$ cat src/l1i_geom_pkg.sv
package l1i_geom_pkg;

    // Direct-mapped geometry with 64 sets of 64-byte lines.
    localparam int ADDR_W     = 32;
    localparam int WORD_W     = 32;
    localparam int LINE_W     = 512;
    localparam int NUM_SETS   = 64;
    localparam int OFFSET_W   = $clog2(LINE_W / 8);
    localparam int INDEX_W    = $clog2(NUM_SETS);
    localparam int TAG_W      = ADDR_W - INDEX_W - OFFSET_W;
    localparam int WORD_SEL_W = $clog2(LINE_W / WORD_W);

    // Byte address as issued by the core.
    typedef logic [ADDR_W-1:0] addr_t;

    // One instruction word.
    typedef logic [WORD_W-1:0] word_t;

    // One full cache line as moved on a refill.
    typedef logic [LINE_W-1:0] line_t;

    // Set index, the address bits just above the line offset.
    typedef logic [INDEX_W-1:0] index_t;

    // Tag, the address bits above the index.
    typedef logic [TAG_W-1:0] tag_t;

    // Word position inside a line, address bits 5 to 2.
    typedef logic [WORD_SEL_W-1:0] word_sel_t;

endpackage

$ cat src/l1i_tag_array.sv
`timescale 1ns/1ns

module l1i_tag_array (
    input  logic                  clk,
    input  logic                  nrst,
    input  l1i_geom_pkg::index_t  index,
    input  logic                  refill_en,
    input  l1i_geom_pkg::tag_t    refill_tag,
    input  logic                  flush_en,
    output l1i_geom_pkg::tag_t    hit_tag,
    output logic                  hit_valid
);

    l1i_geom_pkg::tag_t                 tags [l1i_geom_pkg::NUM_SETS];
    logic [l1i_geom_pkg::NUM_SETS-1:0]  valid;

    // Registered lookup of the presented set.
    always_ff @(posedge clk or negedge nrst)
    begin
        if (!nrst)
        begin
            hit_tag   <= '0;
            hit_valid <= 1'b0;
        end
        else
        begin
            hit_tag   <= tags[index];
            hit_valid <= valid[index];
        end
    end

    always_ff @(posedge clk or negedge nrst)
    begin
        if (!nrst)
        begin
            for (int i = 0; i < l1i_geom_pkg::NUM_SETS; i++)
            begin
                tags[i] <= '0;
            end
        end
        else if (refill_en)
        begin
            tags[index] <= refill_tag;
        end
    end

    // Flush drops every line in one cycle. Tags are left as they are.
    always_ff @(posedge clk or negedge nrst)
    begin
        if (!nrst)
        begin
            valid <= '0;
        end
        else if (flush_en)
        begin
            valid <= '0;
        end
        else if (refill_en)
        begin
            valid[index] <= 1'b1;
        end
    end

    // The controller only flushes from IDLE and only refills from REFILL_WAIT.
    a_no_refill_during_flush: assert property (
        @(posedge clk) disable iff (!nrst)
        !(refill_en && flush_en)
    );

endmodule

$ cat config.mk
export PLATFORM = sky130hd
export DESIGN_NAME = l1i_tag_array
export DESIGN_NICKNAME = d
export VERILOG_FILES = /design/src/l1i_geom_pkg.sv /design/src/l1i_tag_array.sv
export SDC_FILE = /design/constraint.sdc
export NUM_CORES = 2
export LEC_CHECK = 0
export BUFFER_PORTS_ARGS = -buffer_cell sky130_fd_sc_hd__buf_2
export CAP_MARGIN = 20
export CORE_AREA = 2 2 301 333
export DETAILED_ROUTE_END_ITERATION = 16
export DIE_AREA = 0 0 303 335
export PLACE_DENSITY = 0.85
export SYNTH_ARGS = -nofsm -noshare
export SYNTH_HDL_FRONTEND = slang
export SYNTH_SLANG_ARGS = --single-unit
$ cat constraint.sdc
create_clock -name clk -period 2.01 [get_ports clk]
set_input_delay 0.402 -clock clk [delete_from_list [all_inputs] [get_ports clk]]
set_output_delay 0.402 -clock clk [all_outputs]
set_load 0.1 [all_outputs]
After elaboration in Yosys (flattened, before gate mapping):

Index checks and enable logic that the tools add are counted.

* reduce and logical (&&, ||, !) cells: 3
* order comparisons: 4
* bitwise gates (word level): 2
* mux-type cells: 12

Operators by type and width (number)
* bitwise mux 1280 bit: 1
* two-way mux 64 bit: 2
* binary-select mux 20 bit (select 6 bit): 1
* demux 20 bit (select 6 bit): 1
* OR 64 bit: 1
* two-way mux 20 bit: 3
* greater-or-equal comparator 7 bit, second input constant: 1
* less-than comparator 6 x 7 -> 1 bit, second input constant: 1
* less-than comparator 7 x 1 -> 1 bit, second input constant: 1
* inverter 6 -> 7 bit: 1
* binary-select mux 1 bit (select 6 bit): 1
* demux 1 bit (select 6 bit): 1
* greater-or-equal comparator 6 x 1 -> 1 bit, second input constant: 1
* logical AND 1 bit: 2
* two-way mux 1 bit: 2
* nonzero test 2 bit: 1

* register bits after elaboration: 1365
* word-level logic and storage cells: 88
* input port bits: 30
* output and inout bits: 21

Depth between registers and ports, before layout:

* word-level depth: 7
* mapped depth: 11
* gate-level depth less buffers: 6

Least setup slack after synthesis:

No wires, ideal clock.

* kind: input-to-reg
* start point: in index[1]
* end point: reg hit_tag[10]
* setup time: 0.124 ns
* data arrival time: 2.064 ns
* path buffers: 5
* stages on the path: 9
* data required time: 1.886 ns
* path slack: -0.178 ns
* cell sequence: buf_4 buf_6 buf_6 buf_2 buf_1 mux4_2 a21oi_1 nand4_1 a211o_1

* cells in the longest elaborated chain, start to end: 4

Ends and longest elaborated chain
* from (decl): RTL line l1i_tag_array.sv:6 `input l1i_geom_pkg::index_t index,`
* inverter 6 -> 7 bit (not written as such): RTL line l1i_tag_array.sv:27 `hit_tag <= tags[index];`
* binary-select mux 20 bit (select 6 bit): RTL line l1i_tag_array.sv:27
* two-way mux 20 bit (not written as such) (2 in a row): RTL line l1i_tag_array.sv:27
* to (signal assigned): RTL line l1i_tag_array.sv:27
* to (decl): RTL line l1i_tag_array.sv:10 `output l1i_geom_pkg::tag_t hit_tag,`

No other way between the ends. The select of a mux whose other input is x is not followed.
A chain may end at the register's enable or synchronous reset.

Final worst setup path:

* start point: in index[0]
* end point: reg hit_tag[15]

Same word-level chain as after synthesis.

==> reports/qor.yml <==
die:
  dieArea_mm2: 0.102
  io_pins: 51
  die_h_um: 335
  die_x_um: 303
  rows: 121
  core_mm2: 0.0983
  start_util_pct: 62.6
hold_path:
  min_path_type: "primary input to register"
pwr:
  p_seq_share_pct: 47.3
  power_density_mw_per_mm2: 957
  swShare_pct: 27.0
  internal_power_uw: 51300
  power_uw: 70300
  p_sw_uw: 19000
  power.share.clock_pct: 38.0
  power_leakage_uw: 0.0342
  pwr-share-comb_pct: 14.7
  peakVddDrop_uv: 836
global_route:
  grt-ovfl-total: 0
  grt_max_degree: 72
  grt_pass1_vias: 48100
  grt_pass1_wl_um: 305000
  antenna_found_initial: 17
  grt_usage_pct: 40.6
finish:
  n_fill_cell: 5161
  layout-drive-gt1-share_pct: 49.3
  final_util_pct: 74.7
  final_cell_area_mm2: 0.0734
  nets: 4911
  synthToLayoutAreaGrowth_pct: 19.4
sta:
  finClkSkew_ns: 0.0552
  finalMaxSlewViolations: 0
  slew_headroom_pct: 32.5
  finalCriticalPeriod_ns: 2.14
  setup_viol: 21
  min_period_over_period_pct: 106
  fmax_mhz: 467
  hold_violations: 0
  rsz0062_at_grt: "true"
  fin_ws_ns: -0.130
  tightestPinTransition_ns: 1.01
clock_tree:
  clk_pin_slew_ns: 0.07
  cts_root_buf: "clkbuf_16"
  cts_tree: "done"
  cts_sinks: 1365
  clk_latency_ns: 0.80
  cts_buffers: 134
  htreeDepth: 4
  cts_buffer_depth: 3
worst_setup_path:
  crit_slowest_cell: "or4_1"
  worst-path-buf-inv: 4
  arrival_ns: 2.77
  critical_path_class: "primary input to register"
  end_kind: "register"
  cp_top_family: "compound AO/OA/AOI/OAI gates"
  cpPeakStageDelay_ns: 0.55
  critPathLaunchType: "primary input"
  worst-endpoint-required_ns: 2.64
  path_common_cell: "buf_12"
  cp_max_fo: 15
  worstPathCellList: "buf_16 > buf_12 > nor2b_4 > buf_12 > buf_12 > a221oi_2 > a211oi_1 > a211oi_1 > a211oi_2 > or4_1"
placed_design:
  io_buffers: 50
  dp_hpwl_um: 124000
  dpl_cell_area_mm2: 0.0679
  gp_congestion: 0.949
drt:
  drtAntennaViolNets: 0
  vias: 46200
  drtIter0Drc: 6346
  wl_um: 207000
  via_per_inst: 7.36
  wire_per_inst_um: 32.9
  drc: 0
  drt_first_pass_iters: 8
synth:
  seq_area_frac_synth_pct: 55.6
  synth_top_area_share_pct: 55.6
  synth_top_area_cell: "dfrtp_1"
  synth_ff_type: "dfrtp_1"
  synthesis.area_mm2: 0.0615
  syn_avg_cell_area_um2: 13.4
  yosysWarnings: 0
  async_reset_ff_share_pct: 100
  yosysMostFrequentCell: "dfrtp_1"
  synthesis.nets: 4612
  ys_ff_latch: 1365
  yosys-top-cells-count: "dfrtp_1, mux2_2, a22oi_1"
  synthTopCellsByArea: "dfrtp_1, mux2_2, a22oi_1, mux4_2, a221oi_1"
  syn_inst: 4582
  ys_types: 56
  synth_edf_count: 0
job:
  max-cap-violations: 0
status:
  violations: "setup timing"
  status: "finished, violations left"
-- kinds of logic after synthesis --
group | synth area share (%)
buffers and inverters | 3.82
AOI/OAI and AO/OA | 9.44
and+or+nand+nor | 2.92
DFF | 55.6
muxes | 28.3
-- per-layer routing --
metal	share of wire (%)	global-route usage, %
met5	0.054	0.340
met4	8.6	30.3
met3	13	13.4
met2	45	60.3
met1	34	49.4
-- final timing paths --
path                       depth (start not counted)          end        from  slack [ns]
max reg2reg                                        6   hit_tag[7]  tags[1027]       -0.07
max in group asynchronous                          4     tags[10]        nrst        0.84
min in group asynchronous                          2    tags[387]        nrst        0.20
min reg2reg                                        2    valid[32]   valid[32]        0.49
min                                                2    valid[40]    flush_en        0.19
max                                               10  hit_tag[15]    index[0]       -0.13
-- sequential cells by signal (all words and copies together) (netlist names) --
signal / count
tags: 1280
hit_valid: 1
hit_tag: 20
valid: 64
-- through the flow --
stage / hold slack [ns] / setup WS (ns) / TNS [ns] / cells
floorplan: 0.106 / -0.0474 / -6.72 / 4582
CTS: 0.168 / -0.0561 / -0.192 / 6265
global placement: 0.346 / -1.02 / -591.98 / 6023
detailed placement: 0.346 / -1.05 / -642.66 / 6023
finish: 0.194 / -0.130 / -0.805 / 6279
global route: 0.190 / -0.133 / -0.768 / 6274
-- cells in the final DEF, fill, tap and decap left out, drive strengths merged, types with 16 or more instances in the layout --
cell    netlist  layout
a211oi       19      19
a21oi       150     150
a221oi      179     179
a22o         21      21
a22oi       224     224
buf         280     658
clkbuf      217     191
clkinv        0      22
dfrtp      1365    1365
mux2       1342    1342
mux2i        70      70
mux4         69      69
nand2        98      98
nand4        16      16
nor2        210     210
nor3         26      26
o21ai       108     108
o22ai        57      57
-- power by group through the flow --
stage               Sequential, µW  Clock, µW  Combinational (µW)
finish                       33300      26700               10300
CTS                          33000      26500                9860
floorplan                    33100          0                5670
global placement             33100          0                9060
global route                 33500      27800               10800
detailed placement           33300          0                9480
-- cell type report --
cell class / instances / area (µm²) / area share [%]
antenna: 5 / 12.5 / 0.0170
clock inverter: 47 / 689 / 0.939
sequential: 1365 / 34200 / 46.5
clock buffer: 191 / 3890 / 5.30
timing repair buffer: 660 / 7050 / 9.60
multi-input combinational: 2712 / 26000 / 35.4
tap: 1291 / 1620 / 2.20
inverter: 8 / 32.5 / 0.0443
-- worst register-to-register path, delay by kind of cell (launching register included) --
kind	cells	cell delay, ns
AND/OR/NAND/NOR	1	0.54
AO/OA/AOI/OAI	3	0.61
flip-flops	1	0.39
multiplexers	1	0.29
buffers and inverters	1	0.15
-- timing repair --
action,CTS,global route
cloned,1,0
hold endpoints to repair,306,0
resized for setup,90,107
buffers inserted,5,9
hold buffers,1,0
setup endpoints to repair,28,23
pin swaps,27,41
No activity file was read; power rests on OpenSTA's default activity.
