$ cat config.mk
export PLATFORM = sky130hd
export DESIGN_NAME = l1i_controller
export DESIGN_NICKNAME = d
export VERILOG_FILES = /design/src/l1i_geom_pkg.sv /design/src/l1i_bus_pkg.sv /design/src/l1i_controller.sv
export SDC_FILE = /design/constraint.sdc
export NUM_CORES = 1
export LEC_CHECK = 0
export CORE_ASPECT_RATIO = 1.4
export CORE_MARGIN = 1.5
export CORE_UTILIZATION = 50
export CTS_CLUSTER_SIZE = 8
export DETAILED_ROUTE_END_ITERATION = 10
export DONT_BUFFER_PORTS = 1
export PLACE_DENSITY = 0.68
export SLEW_MARGIN = 20
export SYNTH_ARGS = -nofsm -noshare
export SYNTH_HDL_FRONTEND = slang
export SYNTH_SLANG_ARGS = --single-unit
$ cat constraint.sdc
create_clock -name clk -period 2.3 [get_ports clk]
set_input_delay 0.115 -clock clk [delete_from_list [all_inputs] [get_ports clk]]
set_output_delay 0.115 -clock clk [all_outputs]
set_load 0.05 [all_outputs]
$ cat src/l1i_geom_pkg.sv
package l1i_geom_pkg;

    // Direct-mapped geometry with 64 sets of 64-byte lines.
    localparam int ADDR_W     = 32;
    localparam int WORD_W     = 32;
    localparam int LINE_W     = 512;
    localparam int NUM_SETS   = 64;
    localparam int OFFSET_W   = $clog2(LINE_W / 8);
    localparam int INDEX_W    = $clog2(NUM_SETS);
    localparam int TAG_W      = ADDR_W - INDEX_W - OFFSET_W;
    localparam int WORD_SEL_W = $clog2(LINE_W / WORD_W);

    // Byte address as issued by the core.
    typedef logic [ADDR_W-1:0] addr_t;

    // One instruction word.
    typedef logic [WORD_W-1:0] word_t;

    // One full cache line as moved on a refill.
    typedef logic [LINE_W-1:0] line_t;

    // Set index, the address bits just above the line offset.
    typedef logic [INDEX_W-1:0] index_t;

    // Tag, the address bits above the index.
    typedef logic [TAG_W-1:0] tag_t;

    // Word position inside a line, address bits 5 to 2.
    typedef logic [WORD_SEL_W-1:0] word_sel_t;

endpackage

$ cat src/l1i_bus_pkg.sv
package l1i_bus_pkg;

    // Fetch request from the core.
    typedef struct packed {
        l1i_geom_pkg::addr_t addr;
    } fetch_req_t;

    // Fetch response to the core.
    typedef struct packed {
        l1i_geom_pkg::word_t word;
    } fetch_resp_t;

    // Refill request to the level-two cache.
    // The offset bits of line_addr are always zero.
    typedef struct packed {
        l1i_geom_pkg::addr_t line_addr;
    } refill_req_t;

    // Refill response carrying one whole line.
    typedef struct packed {
        l1i_geom_pkg::line_t line;
    } refill_resp_t;

endpackage

$ cat src/l1i_controller.sv
`timescale 1ns/1ns

module l1i_controller (
    input  logic                      clk,
    input  logic                      nrst,
    input  logic                      req_valid,
    output logic                      req_ready,
    input  l1i_bus_pkg::fetch_req_t   req,
    output logic                      resp_valid,
    input  logic                      resp_ready,
    output l1i_bus_pkg::fetch_resp_t  resp,
    input  logic                      flush_valid,
    output logic                      flush_ready,
    output logic                      l2_req_valid,
    input  logic                      l2_req_ready,
    output l1i_bus_pkg::refill_req_t  l2_req,
    input  logic                      l2_resp_valid,
    output logic                      l2_resp_ready,
    output l1i_geom_pkg::index_t      lookup_index,
    output l1i_geom_pkg::word_sel_t   lookup_word_sel,
    output logic                      refill_en,
    output l1i_geom_pkg::tag_t        refill_tag,
    output logic                      flush_en,
    input  l1i_geom_pkg::tag_t        hit_tag,
    input  logic                      hit_valid,
    input  l1i_geom_pkg::word_t       rd_word
);

    typedef enum logic [2:0] {
        IDLE,
        LOOKUP,
        REFILL_REQ,
        REFILL_WAIT,
        REREAD,
        RESPOND
    } state_t;

    state_t               state_q;
    state_t               state_d;
    l1i_geom_pkg::addr_t  addr_q;
    l1i_geom_pkg::addr_t  lookup_addr;
    l1i_geom_pkg::word_t  resp_q;
    l1i_geom_pkg::tag_t   addr_tag;
    logic                 hit;
    logic                 fetch_fire;

    // Flush wins over a fetch, so the core sees no req_ready while it waits.
    assign flush_ready = (state_q == IDLE);
    assign req_ready   = (state_q == IDLE) && !flush_valid;
    assign flush_en    = flush_ready && flush_valid;
    assign fetch_fire  = req_ready && req_valid;

    // In IDLE the arrays look at the incoming address so that the result is
    // ready in LOOKUP. Afterwards they keep reading the latched address.
    assign lookup_addr     = (state_q == IDLE) ? req.addr : addr_q;
    assign lookup_index    = lookup_addr[l1i_geom_pkg::OFFSET_W +: l1i_geom_pkg::INDEX_W];
    assign lookup_word_sel = lookup_addr[l1i_geom_pkg::OFFSET_W-1 -: l1i_geom_pkg::WORD_SEL_W];

    assign addr_tag = addr_q[l1i_geom_pkg::ADDR_W-1 -: l1i_geom_pkg::TAG_W];
    assign hit      = hit_valid && (hit_tag == addr_tag);

    assign l2_req_valid     = (state_q == REFILL_REQ);
    assign l2_req.line_addr = {addr_q[l1i_geom_pkg::ADDR_W-1:l1i_geom_pkg::OFFSET_W],
                               {l1i_geom_pkg::OFFSET_W{1'b0}}};
    assign l2_resp_ready    = (state_q == REFILL_WAIT);
    assign refill_en        = l2_resp_ready && l2_resp_valid;
    assign refill_tag       = addr_tag;

    // A hit answers straight from the data array in LOOKUP. Under
    // back-pressure the word is parked in resp_q.
    assign resp_valid = ((state_q == LOOKUP) && hit) || (state_q == RESPOND);
    assign resp.word  = (state_q == LOOKUP) ? rd_word : resp_q;

    always_comb
    begin
        state_d = state_q;
        case (state_q)
            IDLE:
            begin
                if (fetch_fire)
                begin
                    state_d = LOOKUP;
                end
            end
            LOOKUP:
            begin
                if (!hit)
                begin
                    state_d = REFILL_REQ;
                end
                else if (resp_ready)
                begin
                    state_d = IDLE;
                end
                else
                begin
                    state_d = RESPOND;
                end
            end
            REFILL_REQ:
            begin
                if (l2_req_ready)
                begin
                    state_d = REFILL_WAIT;
                end
            end
            REFILL_WAIT:
            begin
                if (l2_resp_valid)
                begin
                    state_d = REREAD;
                end
            end
            // The arrays captured the old line at the refill edge, so the
            // refilled set is read once more before LOOKUP hits on it.
            REREAD:
            begin
                state_d = LOOKUP;
            end
            RESPOND:
            begin
                if (resp_ready)
                begin
                    state_d = IDLE;
                end
            end
            default:
            begin
                state_d = IDLE;
            end
        endcase
    end

    always_ff @(posedge clk or negedge nrst)
    begin
        if (!nrst)
        begin
            state_q <= IDLE;
        end
        else
        begin
            state_q <= state_d;
        end
    end

    always_ff @(posedge clk)
    begin
        if (fetch_fire)
        begin
            addr_q <= req.addr;
        end
        if ((state_q == LOOKUP) && hit && !resp_ready)
        begin
            resp_q <= rd_word;
        end
    end

    a_resp_stable: assert property (
        @(posedge clk) disable iff (!nrst)
        (resp_valid && !resp_ready) |=> (resp_valid && $stable(resp))
    );

    a_l2_req_held: assert property (
        @(posedge clk) disable iff (!nrst)
        (l2_req_valid && !l2_req_ready) |=> (l2_req_valid && $stable(l2_req))
    );

endmodule

# [Word level (Yosys, flattened, before mapping)]
# Index checks and enable logic that the tools add are counted.
[totals] output_inout_bits=101 regBits=67
[classes] reduce_logical=12 n_eq_ne=10 mux=9
[op_table] cell="32-bit two-way mux" count=1
[op_table] cell="20-bit equality test" count=1
[op_table] cell="3-bit two-way mux" count=6
[op_table] cell="3-bit case mux with 6 select lines" count=1
[op_table] cell="12-bit two-way mux" count=1
[op_table] cell="1-bit logical AND" count=7
[op_table] cell="3-bit by 2-bit equality test with 1-bit output, second input constant" count=2
[op_table] cell="3-bit equality test, second input constant" count=2
[op_table] cell="2-bit by 1-bit != test with 1-bit output, second input constant" count=2
[op_table] cell="2-bit != test, second input constant" count=2
[op_table] cell="4-bit AND reduction" count=1
[op_table] cell="3-bit by 1-bit equality test with 1-bit output, second input constant" count=1
[op_table] cell="3-bit logical NOT" count=1
[op_table] cell="1-bit logical NOT" count=2
[op_table] cell="1-bit logical OR" count=1

# [Logic depth before layout (Yosys ltp)]
[logic_depth] word_depth=5 depth_mapped=8 depth_no_buf=5

# [Least setup slack after synthesis]
# OpenSTA, ideal clock, no wires.
[synth_path] kind="register to register" start="register state_q[0]" end="register addr_q[10] (enable)" setup_time_ps=390 t_required_ps=1910 arrival_time_ps=3049 stages_incl_launch_ff=4 path_slack_ps=-1138 path_cell_list="dfrtp_1 > buf_4 > nor4_1 > and2_1"
[synth_via] elab_chain_cells=3
[synth_lines] item="from (decl)" line="l1i_controller.sv:38" source="state_t state_q;"
[synth_lines] item="from (signal assigned)" line="l1i_controller.sv:142" source="state_q <= state_d;"
[synth_lines] item="3-bit logical NOT" line="l1i_controller.sv:49" source="assign req_ready = (state_q == IDLE) && !flush_valid;"
[synth_lines] item="1-bit logical AND" line="l1i_controller.sv:49"
[synth_lines] item="net req_ready" line="l1i_controller.sv:7" source="output logic req_ready,"
[synth_lines] item="1-bit logical AND" line="l1i_controller.sv:51" source="assign fetch_fire = req_ready && req_valid;"
[synth_lines] item="net fetch_fire" line="l1i_controller.sv:45" source="logic fetch_fire;"
[synth_lines] item="to (signal assigned)" line="l1i_controller.sv:150" source="addr_q <= req.addr;"
[synth_lines] item="to (decl)" line="l1i_controller.sv:40" source="l1i_geom_pkg::addr_t addr_q;"
# The timed path passes the listed nets, and every way through them passes these cells.
# A chain may end at the register's enable or synchronous reset.

==> impl_metrics.csv <==
group,metric,value,unit
status,outcome,"finished, final reports clean",
worst_setup_path,critical_path_class,"register to output pin",
job,maxCapViolCount,0,
routing,routedWlPerCell,19.48,um
final_layout,utilization,62.06,%
clock_tree,cts.clk_slew.worst_paths,0.06,ns
timing,maxSlewViolCount,0,
final_layout,num_antenna_cells,0,
logic_synthesis,synthCells,227,
power,vdd_drop_max,609.3,uV
floorplan,initial_core_util,51.58,%
global_route,use_met3,7.731,%
place,placed_cells,273,
logic_synthesis,synth_cell_types,31,
routing,first_iter_violations,42,
floorplan,die-area,7286,um^2
floorplan,core_area,6569,um^2
worst_setup_path,r2r-start,"addr_q[15]",
floorplan,io_pins,193,
timing,max_freq,475.8,MHz
worst_setup_path,timing.critical_path.from,"state_q[1]",
place,io_buffer_count,0,
clock_tree,ctsHtreeMaxLevel,3,
timing,fin_hold_ws,0.03490,ns
hold_path,holdPathStages,4,
timing,finalHoldViolations,0,
worst_setup_path,cp_data_arrival_time,1.99,ns
global_route,top_usage_layer,"met2",
timing,rsz0062_at_grt,"false",
logic_synthesis,syn_area,3388,um^2
global_route,antenna_found_initial,0,
global_route,grt_usage,18.99,%
worst_setup_path,worstRegToRegCells,6,
routing,drt_first_pass_iters,4,
timing,finalSetupViolations,0,
global_route,use_met2,34.72,%
routing,vias,1873,
hold_path,hp-class,"input port to register",
clock_tree,numCtsBuffers,9,
global_route,grt_pass1_wl,10340,um
worst_setup_path,crit_chain,"nand2b_4 -> or2_2 -> buf_12 -> mux2_2",
clock_tree,cts_root_buf,"clkbuf_8",
timing,worstMarginPinSlew,0.6834,ns
logic_synthesis,yosysWarnings,0,
clock_tree,postCtsSetupBuffers,0,
hold_path,hold_path_startpoint,"l2_resp_valid",
logic_synthesis,synth_edf_count,62,
logic_synthesis,ys_seq_area_share,57.16,%
global_route,use_met1,18.91,%
logic_synthesis,ys_async_sr_fraction,4.615,%
clock_tree,cts.sinks,65,
routing,routed_wl,6837,um
logic_synthesis,synth-seq-cells,65,
global_route,overflow,0,
worst_setup_path,worstSetupEndpointType,"output pin",
worst_setup_path,crit_slowest_cell,"dfrtp_1",
clock_tree,cts_buffer_depth,2,
global_route,first_global_vias,2122,
clock_tree,clk_latency,0.33,ns
worst_setup_path,crit_fanout,32,
power,power,4.629,mW
worst_setup_path,slowest_delay,0.52,ns
power,power.density,1136,nW/um^2
final_layout,drive_gt1_share,32.13,%
final_layout,synthToLayoutAreaGrowth,20.31,%
worst_setup_path,critPathLaunchType,"register",
final_layout,finalNonFillerCells,351,
timing,finClkSkew,0.008279,ns
timing,finalCriticalPeriod,2.102,ns
timing,tns,0,ns
logic_synthesis,avgSynthCellArea,14.93,um^2
floorplan,fp.dieH,100.4,um
floorplan,rows,35,
place,gp_congestion,0.8192,
logic_synthesis,synth_flop_cell,"edfxtp_1",
timing,post-route-period-util,91.38,%
routing,final_antenna_net_count,0,
clock_tree,cts_tree,"yes",
floorplan,dieWidth,72.57,um
timing,slew-limit-headroom,54.44,%
final_layout,final_nets,365,
routing,viasPerCell,5.336,
routing,drc,0,
global_route,grt_max_degree,33,
power,p_leak,1.572,nW
place,dpl.hpwl,4544,um
worst_setup_path,worst-endpoint-required,2.18,ns
## final cells by class
type                       count  area (um^2)
sequential                    65         1937
clock buffer                  11        131.4
tap                           74        92.59
clock inverter                 4        21.27
fill                         488         2492
inverter                       2        11.26
timing repair buffer          89        850.8
multi-input combinational    106         1032
## placed cells by master, fill, tap and decap left out, drive strengths merged, types with 5 or more instances in the layout
master	count
buf	26
clkbuf	11
conb	6
dlygate4sd3	63
edfxtp	62
mux2	42
nand2	9
nor2	5
xnor2	13
xor2	7
## through the flow
stage / area [um^2] / setup WS (ns)
final: 4076 / 0.1982
after global routing: 4076 / 0.1131
after CTS: 4070 / 0.1362
after detailed placement: 3287 / 0.1577
after global placement: 3287 / 0.2892
after floorplan: 3427 / 0.1317
## layer usage
metal | share of wire (%) | wire (um)
met5 | 0 | 0
met3 | 9.8 | 670
met2 | 55 | 3784
met4 | 1.3 | 86
met1 | 34 | 2296
## cells by family (layout without fill, tap and decap cells)
| kind of cell | Yosys count | count (layout) | share of synthesized area, % |
|---|---|---|---|
| XOR/XNOR | 20 | 20 | 5.170 |
| buffers and inverters | 61 | 106 | 13.74 |
| other | 1 | 6 | 0.1107 |
| multiplexers | 42 | 42 | 17.17 |
| flip-flops | 65 | 65 | 57.16 |
| AND/OR/NAND/NOR | 31 | 31 | 5.317 |
| AO/OA/AOI/OAI | 7 | 7 | 1.330 |
## where the power goes
part | internal, mW | switching (mW) | leakage [nW] | total, mW
logic | 0.695 | 1.64 | 0.898 | 2.33
registers | 1.39 | 0.135 | 0.598 | 1.52
clock network | 0.378 | 0.395 | 0.0766 | 0.773
## cell usage after synthesis (2+ instances only)
cell / number / area, um^2
buf_6: 3 / 33.78
xor2_1: 7 / 61.31
nor4_1: 3 / 18.77
nand4_1: 3 / 18.77
mux2_2: 13 / 146.4
dfrtp_1: 3 / 75.07
nor2_1: 4 / 15.01
buf_4: 54 / 405.4
mux2_4: 29 / 435.4
and2_1: 3 / 18.77
xnor2_1: 13 / 113.9
o21ai_0: 2 / 10.01
inv_1: 2 / 7.510
nand2_1: 9 / 33.78
and3_1: 2 / 12.51
edfxtp_1: 62 / 1862
## registers in the layout (all words and copies together), names as in the netlist
name / count
addr_q: 30
resp_q: 32
state_q: 3
## critical path, delay by kind of cell, from the launching register on
kind                   cells  cell delay, ns
flip-flops                 1            0.52
AND/OR/NAND/NOR            2            0.37
multiplexers               1            0.50
buffers and inverters      1            0.26
## worst paths after layout
| path | to | slack (ns) |
|---|---|---|
| worst max register to register | resp_q[27] | 0.32 |
| max in group asynchronous | state_q[0] | 2.10 |
| worst max-delay path | resp[1] | 0.20 |
| min in group asynchronous | state_q[2] | 0.05 |
| worst min register to register | state_q[2] | 0.73 |
| worst min-delay path | state_q[2] | 0.03 |
## timing repair
action / in CTS / in global routing
endpoints found under the setup margin: 0 / 33
resized for setup: 0 / 1
hold buffers: 63 / 0
endpoints found under the hold margin: 65 / 0
Power figures use the tool's default switching activity.
